File: src/source/ghtPkg.sv
// Global history table package.
// Table geometry, index field types and the clear-sweep state,
// plus helpers that split a 16-bit table index into its fields.

`default_nettype none

package ghtPkg;

    localparam int INDEX_BITS    = 16;
    localparam int NUM_BANKS     = 8;
    localparam int ROWS_PER_BANK = 32;
    localparam int BITS_PER_ROW  = 256;

    typedef logic [INDEX_BITS-1:0] ghtIndex_t;
    typedef logic [2:0] bankSel_t;
    typedef logic [4:0] rowAddr_t;
    typedef logic [7:0] bitSel_t;

    typedef enum logic {
        SWEEP_CLEAR,
        SWEEP_DONE
    } sweepState_t;

    // bank comes from bits 7, 6 and 0, in that order
    function automatic bankSel_t bankOf(ghtIndex_t idx);
        return {idx[7], idx[6], idx[0]};
    endfunction

    function automatic rowAddr_t rowOf(ghtIndex_t idx);
        return idx[5:1];
    endfunction

    function automatic bitSel_t bitOf(ghtIndex_t idx);
        return idx[15:8];
    endfunction

endpackage

`default_nettype wire

File: src/source/ghtInitSweep.sv
// Global history table clear sweep.
// After reset, walks rows 0 to 31, one per cycle, so that every bank
// gets each row zeroed before updates are let through.

`default_nettype none
`timescale 1ns/1ps

module ghtInitSweep (
    input  wire              clk,
    input  wire              rst,
    output logic             clearing,
    output ghtPkg::rowAddr_t clearRow
);
    import ghtPkg::*;

    sweepState_t state;
    rowAddr_t    rowCnt;

    always_ff @(posedge clk) begin
        if (rst) begin
            state  <= SWEEP_CLEAR;
            rowCnt <= '0;
        end else if (state == SWEEP_CLEAR) begin
            rowCnt <= rowCnt + 1'b1;
            if (rowCnt == rowAddr_t'(ROWS_PER_BANK - 1)) begin
                state <= SWEEP_DONE;
            end
        end
    end

    assign clearing = (state == SWEEP_CLEAR);
    assign clearRow = rowCnt;

endmodule

`default_nettype wire

File: config.mk
export PLATFORM = sky130hd
export DESIGN_NAME = ghtInitSweep
export DESIGN_NICKNAME = d
export VERILOG_FILES = /design/src/source/ghtPkg.sv /design/src/source/ghtInitSweep.sv
export SDC_FILE = /design/constraint.sdc
export NUM_CORES = 1
export LEC_CHECK = 0
export ABC_AREA = 1
export BUFFER_PORTS_ARGS = -buffer_cell sky130_fd_sc_hd__buf_4
export CAP_MARGIN = 5
export CORE_AREA = 2 2 39 41
export DETAILED_ROUTE_END_ITERATION = 10
export DIE_AREA = 0 0 41 43
export GPL_TIMING_DRIVEN = 0
export PLACE_DENSITY = 0.37
export SLEW_MARGIN = 40
export SYNTH_ARGS = -nofsm -noshare
export SYNTH_HDL_FRONTEND = slang
export SYNTH_SLANG_ARGS = --single-unit
File: constraint.sdc
create_clock -name clk -period 2.45 [get_ports clk]
set_clock_uncertainty 0.15 [all_clocks]
set_input_delay 0.49 -clock clk [delete_from_list [all_inputs] [get_ports clk]]
set_output_delay 0.49 -clock clk [all_outputs]
set_load 0.02 [all_outputs]
==> flow_metrics.tcl <==
set metrics [dict create \
    cp.arrival_ns 0.92 \
    nFillCells 158 \
    setup_viol 0 \
    overflow 0 \
    syn-num-nets 37 \
    grt_max_degree 7 \
    synth-seq-cells 6 \
    cts_made_buffers 3 \
    status "finished, final reports clean" \
    netlist_area_sq_um 257.7 \
    max_cap_viol_count 0 \
    die_width_microns 41 \
    endpoint_kind "output pin" \
    clock_sinks 6 \
    yosysSeqAreaShare 0.4660 \
    rows 14 \
    switchingPower_w 0.00005368 \
    ant_nets 0 \
    cts_resized 0 \
    clkPwrFrac 0.411 \
    area_growth_pct 36.89 \
    pwr-share-seq 0.482 \
    period_share 0.6356 \
    path_cells "inv_2, buf_4" \
    wl_per_cell_microns 8.949 \
    drc 0 \
    p_int_w 0.0001680 \
    initial_utilization 0.1863 \
    placedInstanceArea_sq_um 330.3 \
    via_per_inst 4.085 \
    grt_pass1_vias 232 \
    diodes 0 \
    final_max_slew_viol_count 0 \
    seq_area_sq_um 120.1 \
    ios 8 \
    syn_inst 33 \
    hold_class "input pin to flip-flop" \
    multi_input_area_sq_um 122.6 \
    p_sw_frac 0.2421 \
    place.gp.congestion 0.7050 \
    h-tree-depth 1 \
    clockBufferDepth 2 \
    antenna_found_initial 0 \
    critPathTopFamily "flip-flops" \
    syn_avg_cell_area_sq_um 7.811 \
    combPwrFrac 0.107 \
    p_per_area_nw_per_um2 628.4 \
    slew-limit-headroom 0.8690 \
    max-vdd-ir-drop_mv 0.1502 \
    path_buf_inv 2 \
    fmaxAchievable_mhz 642.1 \
    grt_pass1_wl_microns 917 \
    clock-root-buffer "clkbuf_4" \
    path_clk_slew_ns 0.05 \
    wirelength_microns 528 \
    crit_path_top_delay_cell "dfxtp_1" \
    setup_tns_ns 0 \
    die_area_sq_um 1763 \
    grt_use_total 0.08367 \
    vias 241 \
    start_kind "flip-flop" \
    numPortBuffers 7 \
    cp_max_fo 6 \
    postCtsSetupBuffers 0 \
    crit_path_max_incr_delay_ns 0.41 \
    core_area_sq_um 1384 \
    cp.required_ns 1.81 \
    hold_violations 0 \
    die_height_microns 43 \
    first_pass_iters 1 \
    yosys_warnings 0 \
    drt_iter0_markers 0 \
    dp_hpwl_microns 415 \
    rsz0062_at_grt "false" \
    fin_area_sq_um 352.8 \
    cts-hold-fix-buffers 0 \
    drive_gt1_frac 0.3023 \
    cts_tree "done" \
    clock_latency_ns 0.24 \
    tightest_slew_ns 0.1962 \
    synth_cell_types 12 \
    final_nets 49 \
    power_leakage_nw 0.1835 \
    min_period_ns 1.557 \
    crit_type "flip-flop to output pin" \
]
layout make-up:
cell class,count,share of cell area
well taps,16,0.05674
flip-flops and latches,6,0.3404
inverters,4,0.04255
clock buffers,3,0.06383
multi-input cells,23,0.3475
repair buffers,7,0.1489
worst reg2reg max path: stages, from the launching register on:
cell and delay (ns):
dfxtp_1 0.33, ha_1 0.24, and3_1 0.20, ha_1 0.26, o21ai_0 0.14, nor2_1 0.05
path summary, 6_finish.rpt:
check                    from     endpoint  slack [ns]  depth (start not counted)
setup / recovery        state     clearing        0.89                          2
hold / removal            rst        state        0.26                          2
setup reg to reg  clearRow[0]  clearRow[4]        0.98                          5
hold reg to reg   clearRow[4]  clearRow[4]        0.36                          2
logic make-up (layout without fill, tap and decap cells):
family / after synthesis / count (layout) / synth area share
and+or+nand+nor: 16 / 16 / 0.2816
DFF: 6 / 6 / 0.4660
AOI/OAI and AO/OA: 5 / 5 / 0.09707
buffers and inverters: 4 / 14 / 0.05824
adders and majority gates: 2 / 2 / 0.09707
sequential cells by signal, indices dropped and copies added, names as in the netlist:
| name | cells |
|---|---|
| state | 1 |
| clearRow | 5 |
power by group through the flow:
| stage | Clock [W] | Sequential (W) | Combinational, W |
|---|---|---|---|
| floorplan | 0 | 0.000113 | 0.00000889 |
| global placement | 0 | 0.000109 | 0.0000236 |
| detailed placement | 0 | 0.000109 | 0.0000241 |
| CTS | 0.0000985 | 0.000107 | 0.0000243 |
| global route | 0.000105 | 0.000107 | 0.0000266 |
| finish | 0.0000910 | 0.000107 | 0.0000238 |
metrics by stage:
stage / worst slack [ns] / total power [W] / utilization / hold slack [ns] / instances
after floorplan: 0.9475 / 0.0001222 / - / 0.3619 / 33
after global placement: 0.9739 / 0.0001323 / 0.2387 / 0.3500 / 56
after detailed placement: 0.9612 / 0.0001330 / 0.2387 / 0.3627 / 56
after CTS: 0.8661 / 0.0002298 / 0.2550 / 0.2425 / 59
after global routing: 0.8264 / 0.0002394 / 0.2550 / 0.2488 / 59
final: 0.8927 / 0.0002217 / 0.2550 / 0.2554 / 59
layer usage:
metal / track usage / vias up / wire length, microns
met5: 0 / - / 0
met4: 0.1000 / 0 / 4
met3: 0.03141 / 2 / 34
met2: 0.1063 / 5 / 253
met1: 0.09121 / 108 / 236
li1: - / 126 / -
synthesized netlist by cell type, drive strengths merged:
cell type	number	area (sq um)
a21oi	2	10.01
and3	1	6.260
dfxtp	6	120.1
ha	2	25.02
inv	4	15.01
nand2	3	11.26
nand3	2	15.01
nor2	10	40.04
o21ai	3	15.01
layout by cell type (no fill, tap or decap), drive strengths merged:
master and n:
o21ai 3, and3 1, nand2 3, inv 4, a21oi 2, nand3 2, dfxtp 6, clkbuf 3
nor2 10, buf 7, ha 2
Note: power is estimated with default switching activity, not from simulation.
