## config.mk

```make
export PLATFORM = sky130hd
export DESIGN_NAME = ghtLookup
export DESIGN_NICKNAME = d
export VERILOG_FILES = /design/src/source/ghtPkg.sv /design/src/source/ghtLookup.sv
export SDC_FILE = /design/constraint.sdc
export NUM_CORES = 1
export LEC_CHECK = 0
export BUFFER_PORTS_ARGS = -buffer_cell sky130_fd_sc_hd__buf_2
export CORE_MARGIN = 5
export CORE_UTILIZATION = 27
export CTS_BUF_LIST = sky130_fd_sc_hd__clkbuf_8
export DETAILED_ROUTE_END_ITERATION = 10
export SYNTH_ARGS = -nofsm -noshare
export SYNTH_HDL_FRONTEND = slang
export SYNTH_SLANG_ARGS = --single-unit
```

## constraint.sdc

```tcl
create_clock -name clk -period 2.73 [get_ports clk]
set_input_delay 0.4095 -clock clk [delete_from_list [all_inputs] [get_ports clk]]
set_output_delay 0.4095 -clock clk [all_outputs]
set_load 0.03 [all_outputs]
```

## src/source/ghtPkg.sv

```systemverilog
// Global history table package.
// Table geometry, index field types and the clear-sweep state,
// plus helpers that split a 16-bit table index into its fields.

`default_nettype none

package ghtPkg;

    localparam int INDEX_BITS    = 16;
    localparam int NUM_BANKS     = 8;
    localparam int ROWS_PER_BANK = 32;
    localparam int BITS_PER_ROW  = 256;

    typedef logic [INDEX_BITS-1:0] ghtIndex_t;
    typedef logic [2:0] bankSel_t;
    typedef logic [4:0] rowAddr_t;
    typedef logic [7:0] bitSel_t;

    typedef enum logic {
        SWEEP_CLEAR,
        SWEEP_DONE
    } sweepState_t;

    // bank comes from bits 7, 6 and 0, in that order
    function automatic bankSel_t bankOf(ghtIndex_t idx);
        return {idx[7], idx[6], idx[0]};
    endfunction

    function automatic rowAddr_t rowOf(ghtIndex_t idx);
        return idx[5:1];
    endfunction

    function automatic bitSel_t bitOf(ghtIndex_t idx);
        return idx[15:8];
    endfunction

endpackage

`default_nettype wire

```

## src/source/ghtLookup.sv

```systemverilog
// Global history table lookup.
// Captures the instruction pointer XOR history as the table index when
// readEn is high, sends row and bit select to every bank and returns
// the answering bank's bit as the prediction.

`default_nettype none
`timescale 1ns/1ps

module ghtLookup (
    input  wire                       clk,
    input  wire                       rst,
    input  wire                       readEn,
    input  ghtPkg::ghtIndex_t         ipBits,
    input  ghtPkg::ghtIndex_t         history,
    input  wire [ghtPkg::NUM_BANKS-1:0] bankBits,
    output ghtPkg::rowAddr_t          rdRow,
    output ghtPkg::bitSel_t           rdBitSel,
    output logic                      predTaken
);
    import ghtPkg::*;

    ghtIndex_t idxReg;
    bankSel_t  rdBank;

    // index stays put until the next lookup
    always_ff @(posedge clk) begin
        if (rst) begin
            idxReg <= '0;
        end else if (readEn) begin
            idxReg <= ipBits ^ history;
        end
    end

    assign rdRow    = rowOf(idxReg);
    assign rdBitSel = bitOf(idxReg);
    assign rdBank   = bankOf(idxReg);

    // banks read asynchronously, so a landed write shows right away
    assign predTaken = bankBits[rdBank];

endmodule

`default_nettype wire

```

==> impl_metrics.yaml, run 1 <==
sta:
  skew_ns: 0
  post-route-min-period_ns: 2.04
  rsz0062_at_grt: "no"
  finalSetupViolCount: 0
  finalCritPeriodShare_pct: 74.6
  fin_tns_setup_ns: 0
  drv_slew: 0
  fmax_ghz: 0.491
  hold_viol_final: 0
  tightest_slew_ns: 0.525
  slew_headroom_pct: 65.0
floorplan:
  start_util_pct: 27.6
  die_h_um: 65.2
  rows: 20
  die_width_um: 65.2
  core_mm2: 0.00298
  dieArea_mm2: 0.00425
  io-pin-count: 57
global_routing:
  grt.total_usage_pct: 8.27
  grt_overflow: 0
  grt_pass1_vias: 675
  grt_antenna_before_repair: 0
  grt_pass1_wl_mm: 2.86
  grt_max_degree: 33
cts:
  cts_buffer_depth: 2
  ctsHtreeMaxLevel: 1
  ctsResizeCount: 0
  cts.sinks: 16
  post_cts_buffers: 0
  cts_buffers: 3
  clkLatencyLatePin_ns: 0.24
  cts_tree: "yes"
  clkSlewWorstSetupHoldPaths_ns: 0.06
  clock-root-buffer: "clkbuf_8"
  cts-hold-fix-buffers: 0
logic_synthesis:
  synth.avg_cell_area_um2: 9.69
  netlist_instances: 85
  ys_ff_latch: 16
  synth_area_um2: 823
  synthMuxAreaShare_pct: 7.75
  synth_xor_area_share_pct: 17.0
  syn-num-nets: 128
  synthDistinctLibCells: 9
  synthSimpleGateAreaFrac_pct: 7.29
  synth_fa_ha_area_share_pct: 0
  ys_seq_area_share_pct: 38.9
  synth-compound-area-share_pct: 14.6
  synth_top_family_by_area: "XOR/XNOR gates"
  synth-warning-count: 0
power_and_ir_drop:
  p_clk_share_pct: 33.6
  power_per_cell_area_mw_per_mm2: 568
  power_w: 0.000614
  p_comb_share_pct: 23.7
  p_int_w: 0.000447
  vdd_drop_max_mv: 0.153
  p_leak_nw: 0.496
  power_frac_seq_pct: 42.7
  power.switching_w: 0.000167
  switching_share_pct: 27.2
run:
  drv_cap: 0
critical_path:
  required_ns: 2.32
  cp-start-kind: "register"
  end_kind: "output pin"
  reg2reg_from: "idxReg[7]"
  cp.arrival_ns: 1.63
  worstSetupPathType: "register to output pin"
  worst-path-max-fanout: 3
  crit_path_start: "idxReg[0]"
  reg2reg_slack_ns: 2.00
finish:
  antenna-diode-count: 0
  largest-register: "idxReg"
  area_growth_pct: 31.3
  nNetsFinal: 171
  reg.largest.list: "idxReg: 16 flops"
  largest_register_ffs: 16
  finish.utilization_pct: 36.3
  drive_above_1_share_pct: 48.0
detailed_routing:
  routed_wl_mm: 1.82
  met3WireLength_um: 126
  vias_per_cell: 4.41
  wl_per_cell_um: 11.4
  drc: 0
  final_antenna_net_count: 0
  wl_met1_um: 755
  drt_pass1_iterations: 4
  wl_met2_um: 938
  top_layer_used: "met3"
  drt-initial-drc-count: 19
  vias: 706
min_path:
  worstHoldStart: "ipBits[11]"
  hold_class: "primary input to register"
placement:
  port_buffers: 56
  gp_congestion: 0.752
status:
  status: "finished, final reports clean"
[per-layer routing]
layer | vias up | global-route usage (%)
met3 | 0 | 0.513
li1 | 366 | -
met5 | - | 0
met1 | 312 | 10.4
met2 | 28 | 14.3
met4 | 0 | 3.89
[critical path, stage by stage, from the launching register on]
cell     delay (ns)
dfxtp_1        0.38
mux4_1         0.56
mux2_2         0.27
buf_2          0.17
[metrics by stage]
stage | instance area [um^2] | setup WS [ns] | hold WS (ns) | cells
final | 1080 | 0.694 | 0.455 | 160
after global routing | 1080 | 0.638 | 0.456 | 160
after CTS | 1080 | 0.673 | 0.451 | 160
after detailed placement | 1030 | 0.880 | 0.480 | 156
after global placement | 1030 | 0.900 | 0.472 | 156
after floorplan | 823 | 1.09 | 0.463 | 85
[worst paths after layout]
check,end,cells after the start
worst max-delay path,predTaken,3
worst min-delay path,idxReg[11],3
worst max register to register,idxReg[7],2
worst min register to register,idxReg[12],2
[cells in the final DEF (no fill, tap or decap), drive strengths merged]
master	Yosys	layout
nor2	16	16
xnor2	16	16
dfxtp	16	16
buf	15	56
mux4	2	2
mux2	1	1
a211oi	16	16
clkbuf	3	4
[logic make-up (layout without fill, tap and decap cells)]
logic type	count (synthesis)	after routing
and+or+nand+nor	16	16
xor gates and xnor gates	16	16
muxes	3	3
AOI/OAI and AO/OA	16	16
buffers and inverters	18	60
DFF	16	16
[Yosys cell counts]
master     n  area share [%]
clkbuf_1   3             1.4
buf_4     13              12
mux4_1     2             6.4
xnor2_1   16              17
buf_2      2             1.2
mux2_2     1             1.4
a211oi_1  16              15
dfxtp_1   16              39
nor2_1    16             7.3
[area by class of cell]
class	count	area, um^2
clock buffers	4	55.1
multi-input cells	51	384
well taps	33	41.3
flip-flops and latches	16	320
fillers	309	1900
repair buffers	56	280
[power by group through the flow]
| stage | combinational, W | sequential [W] | clock (W) |
|---|---|---|---|
| global placement | 0.000145 | 0.000267 | 0 |
| floorplan | 0.000113 | 0.000266 | 0 |
| global route | 0.000159 | 0.000265 | 0.000227 |
| finish | 0.000145 | 0.000262 | 0.000206 |
| CTS | 0.000148 | 0.000263 | 0.000216 |
| detailed placement | 0.000148 | 0.000268 | 0 |
(Power assumes the default switching activity.)
==> run 2, diff against run 1 <==
Clock period 2.73 ns to 1.7 ns, I/O delays scaled along.
==> impl_metrics.yaml, run 2 (synthesized netlist as in run 1, its figures left out) <==
sta:
  finalCritPeriodShare_pct: 104
  drv_slew: 0
  hold_ws_ns: 0.300
  slew_headroom_pct: 65.8
  rsz0062_at_grt: "yes"
  post-route-min-period_ns: 1.76
  hold_viol_final: 0
  finalSetupViolCount: 1
  fin_ws_ns: -0.0616
  tightest_slew_ns: 0.512
  skew_ns: 0
  fin_tns_setup_ns: -0.0616
  fmax_ghz: 0.568
finish:
  largest_register_ffs: 16
  area_growth_pct: 33.0
  antenna-diode-count: 0
  reg.largest.list: "idxReg: 16 flops"
  post-route-cell-area_mm2: 0.00109
  finish.utilization_pct: 36.8
  layout_common_cells: "buf_2 (55), xnor2_1 (16), nor2_1 (16), a211oi_1 (16), dfxtp_1 (15)"
  fill_cells: 310
  largest-register: "idxReg"
  final_common_cell: "buf_2"
  nNetsFinal: 172
  drive_above_1_share_pct: 50.8
cts:
  clkLatencyLatePin_ns: 0.24
  cts_tree: "yes"
  clkSlewWorstSetupHoldPaths_ns: 0.06
  cts_buffer_depth: 2
  cts_buffers: 3
  clock-root-buffer: "clkbuf_8"
  cts-hold-fix-buffers: 0
  ctsHtreeMaxLevel: 1
  cts.sinks: 16
critical_path:
  worstSetupPathType: "register to output pin"
  worst-path-max-fanout: 3
  cp.arrival_ns: 1.51
  cp-start-kind: "register"
  end_kind: "output pin"
  required_ns: 1.44
detailed_routing:
  drt_pass1_iterations: 4
  drt-initial-drc-count: 4
  vias_per_cell: 4.24
  drc: 0
  vias: 683
  wl_per_cell_um: 11.5
  final_antenna_net_count: 0
  routed_wl_mm: 1.86
global_routing:
  grt_overflow: 0
  grt_pass1_vias: 672
  grt_pass1_wl_mm: 2.99
  grt_max_degree: 33
  grt.total_usage_pct: 8.93
  grt_antenna_before_repair: 0
placement:
  gp_congestion: 0.773
  placed_area_mm2: 0.00103
  port_buffers: 56
floorplan:
  core_mm2: 0.00298
  dieArea_mm2: 0.00425
  die_width_um: 65.2
  rows: 20
  io-pin-count: 57
  die_h_um: 65.2
  start_util_pct: 27.6
power_and_ir_drop:
  vdd_drop_max_mv: 0.336
  power_per_cell_area_mw_per_mm2: 916
  p_leak_nw: 0.501
  power_w: 0.00100
status:
  status: "finished, violations left"
  violations: "setup timing"
run:
  drv_cap: 0
min_path:
  hold_class: "primary input to register"
==> run 2: metrics by stage <==
| stage | cells | worst slack, ns |
|---|---|---|
| 2_1_floorplan | 85 | 0.214 |
| 4_1_cts | 160 | -0.0792 |
| 3_5_place_dp | 156 | 0.0825 |
| 6_report | 161 | -0.0616 |
| 5_1_grt | 161 | -0.116 |
| 3_3_place_gp | 156 | 0.124 |
==> run 2: layout make-up <==
class | count | area, um^2 | share of cell area [%]
Clock buffer | 4 | 55.1 | 5.03
Sequential cell | 16 | 324 | 29.6
Timing Repair Buffer | 57 | 294 | 26.9
Tap cell | 33 | 41.3 | 3.77
Multi-Input combinational cell | 51 | 380 | 34.7
==> run 2: metal layers <==
metal	wire [um]	track usage, %	up-vias
li1	-	-	363
met1	769	11.2	292
met2	951	15.2	28
met3	138	1.20	0
met4	0	3.89	0
met5	0	0	-
==> run 2: path summary, 6_finish.rpt <==
path,from,end,slack [ns],cells past startpoint
worst min register to register,idxReg[5],idxReg[5],0.49,2
worst max register to register,idxReg[0],idxReg[0],0.89,3
worst min-delay path,ipBits[4],idxReg[4],0.30,3
worst max-delay path,idxReg[0],predTaken,-0.06,3
==> run 2: what timing repair did <==
item                       in CTS  in global routing
setup buffers                   0                  1
resized for setup               6                  1
setup endpoints to repair       1                  1
==> run 2: report_power, final <==
part / internal, W / switching [W]
clock network: 0.000205 / 0.000129
registers: 0.000405 / 0.0000167
logic: 0.000117 / 0.000129
total: 0.000727 / 0.000275
==> run 2: critical path, cell delays in order (launching register included) <==
cell	delay (ns)
dfxtp_4	0.36
mux4_2	0.49
mux2_4	0.27
buf_6	0.14
==> run 3, diff against run 2 <==
Settings changed: ABC_AREA set to 1, RECOVER_POWER set to 25.
==> impl_metrics.yaml, run 3 <==
power_and_ir_drop:
  p_leak_nw: 0.753
  vdd_drop_max_mv: 0.281
  power_per_cell_area_mw_per_mm2: 827
cts:
  cts_buffers: 3
  post_cts_buffers: 0
  ctsHtreeMaxLevel: 1
  clkSlewWorstSetupHoldPaths_ns: 0.07
  cts_tree: "yes"
  clock-root-buffer: "clkbuf_8"
  clkLatencyLatePin_ns: 0.25
  ctsResizeCount: 0
  cts-hold-fix-buffers: 0
  cts.sinks: 16
  cts_buffer_depth: 2
sta:
  finalCritPeriodShare_pct: 86.8
  tightest_slew_ns: 0.621
  slew_headroom_pct: 58.6
  post-route-min-period_ns: 1.48
  drv_slew: 0
  fin_tns_setup_ns: 0
  finalSetupViolCount: 0
  hold_viol_final: 0
  hold_ws_ns: 0.326
  rsz0062_at_grt: "no"
  fmax_ghz: 0.677
  skew_ns: 0
global_routing:
  grt_antenna_before_repair: 0
  grt_pass1_wl_mm: 3.60
  grt_pass1_vias: 838
  grt.total_usage_pct: 8.86
  grt_max_degree: 20
  grt_overflow: 0
finish:
  reg.largest.list: "idxReg: 16 flops"
  drive_above_1_share_pct: 32.4
  layout_common_cells: "buf_2 (55), inv_1 (28), nor2_1 (26), xor2_1 (16), dfxtp_1 (16)"
  area_growth_pct: 27.0
  antenna-diode-count: 0
  multi_input_area_um2: 402
  fill_cells: 382
  final_common_cell: "buf_2"
  nNetsFinal: 226
  regArea_um2: 320
  largest_register_ffs: 16
  largest-register: "idxReg"
floorplan:
  start_util_pct: 28.3
  rows: 21
  die_h_um: 69.6
  die_width_um: 69.6
  dieArea_mm2: 0.00485
  core_mm2: 0.00339
  io-pin-count: 57
logic_synthesis:
  ys_async_sr_fraction_pct: 0
  syn-num-nets: 182
  ys_ff_latch: 16
  netlist_instances: 139
  yosys-top-cells-count: "inv_1 (27), nor2_1 (26), dfxtp_1 (16), xor2_1 (16), buf_4 (14)"
  ys_seq_area_share_pct: 33.4
  synth_area_um2: 960
  ys_top_cells_by_area: "dfxtp_1 (33%), xor2_1 (15%), buf_4 (11%), inv_1 (11%), nor2_1 (10%)"
  yosysMostFrequentCell: "inv_1"
  synthDominantCellAreaShare_pct: 33.4
  synth_ff_type: "dfxtp_1"
  synth.avg_cell_area_um2: 6.90
  synth_edf_count: 0
  synth-warning-count: 0
  synthDistinctLibCells: 13
  netlist.top_cell.by_area: "dfxtp_1"
detailed_routing:
  final_antenna_net_count: 0
  vias_per_cell: 3.75
  drt_pass1_iterations: 4
  routed_wl_mm: 2.08
  vias: 856
  drt-initial-drc-count: 35
  wl_per_cell_um: 9.13
  drc: 0
critical_path:
  cp-start-kind: "register"
  worst-path-max-fanout: 5
  end_kind: "output pin"
  required_ns: 1.44
  worstSetupPathType: "register to output pin"
  cp.arrival_ns: 1.22
placement:
  port_buffers: 56
  gp_congestion: 0.704
  dp_hpwl_mm: 1.61
status:
  status: "finished, final reports clean"
min_path:
  hold_class: "primary input to register"
run:
  drv_cap: 0
==> run 3: cell types whose count changed in the layout (fill, tap and decap cells not counted), sizes merged <==
cell / delta
inv: +28
a211oi: -16
o21ai: +16
xnor2: -16
xor2: +16
nand2: +13
nor2: +10
nand3: +4
a21oi: +3
buf: -2
mux4: -2
clkbuf: +1
mux2: -1
==> run 3: routing by layer <==
metal | routed length [um] | global-route usage (%) | vias to the layer above
met3 | 163 | 1.74 | 2
met4 | 35 | 4.47 | 0
met5 | 0 | 0 | -
met1 | 924 | 11.6 | 346
li1 | - | - | 481
met2 | 958 | 13.8 | 27
==> run 3: worst max-delay path: stages, from the launching register on <==
cell and delay, ns:
dfxtp_1 0.39, inv_1 0.11, nand2_1 0.07, nand3_1 0.06, nand2_1 0.07, nand2_1 0.04
nand2_1 0.05, buf_2 0.19
==> run 3: layout make-up <==
type	instances	area share [%]
multi-input cells	78	33.0
flip-flops and latches	16	26.3
clock buffers	4	4.52
inverters	28	8.62
well taps	46	4.72
repair buffers	56	22.9
==> run 3: cell families after synthesis <==
logic type / share of synthesized area [%]
XOR/XNOR: 14.6
AO/OA/AOI/OAI: 9.91
buffers and inverters: 24.8
AND/OR/NAND/NOR: 17.3
flip-flops: 33.4
==> run 3: metrics by stage <==
stage	setup WS, ns	power, W	util [%]	instances	area, um^2
final	0.224	0.00101	36.0	228	1220
after global routing	0.0753	0.00108	36.0	228	1220
after floorplan	0.574	0.000624	-	139	960
after CTS	0.208	0.00103	36.0	228	1220
after detailed placement	0.492	0.000685	34.4	224	1160
after global placement	0.517	0.000682	34.4	224	1160
==> run 3: power by group <==
group / leakage, nW / total, W / switching [W] / internal [W]
Combinational: 0.591 / 0.000249 / 0.000150 / 0.0000989
Sequential: 0.133 / 0.000421 / 0.0000153 / 0.000406
Clock: 0.0288 / 0.000338 / 0.000133 / 0.000205
==> run 3: path summary, 6_finish.rpt <==
| path | to | slack (ns) | cells past startpoint | start |
|---|---|---|---|---|
| max reg2reg | idxReg[0] | 0.85 | 4 | idxReg[0] |
| min | idxReg[6] | 0.33 | 4 | ipBits[6] |
| max | predTaken | 0.22 | 7 | idxReg[0] |
| min reg2reg | idxReg[11] | 0.56 | 4 | idxReg[11] |
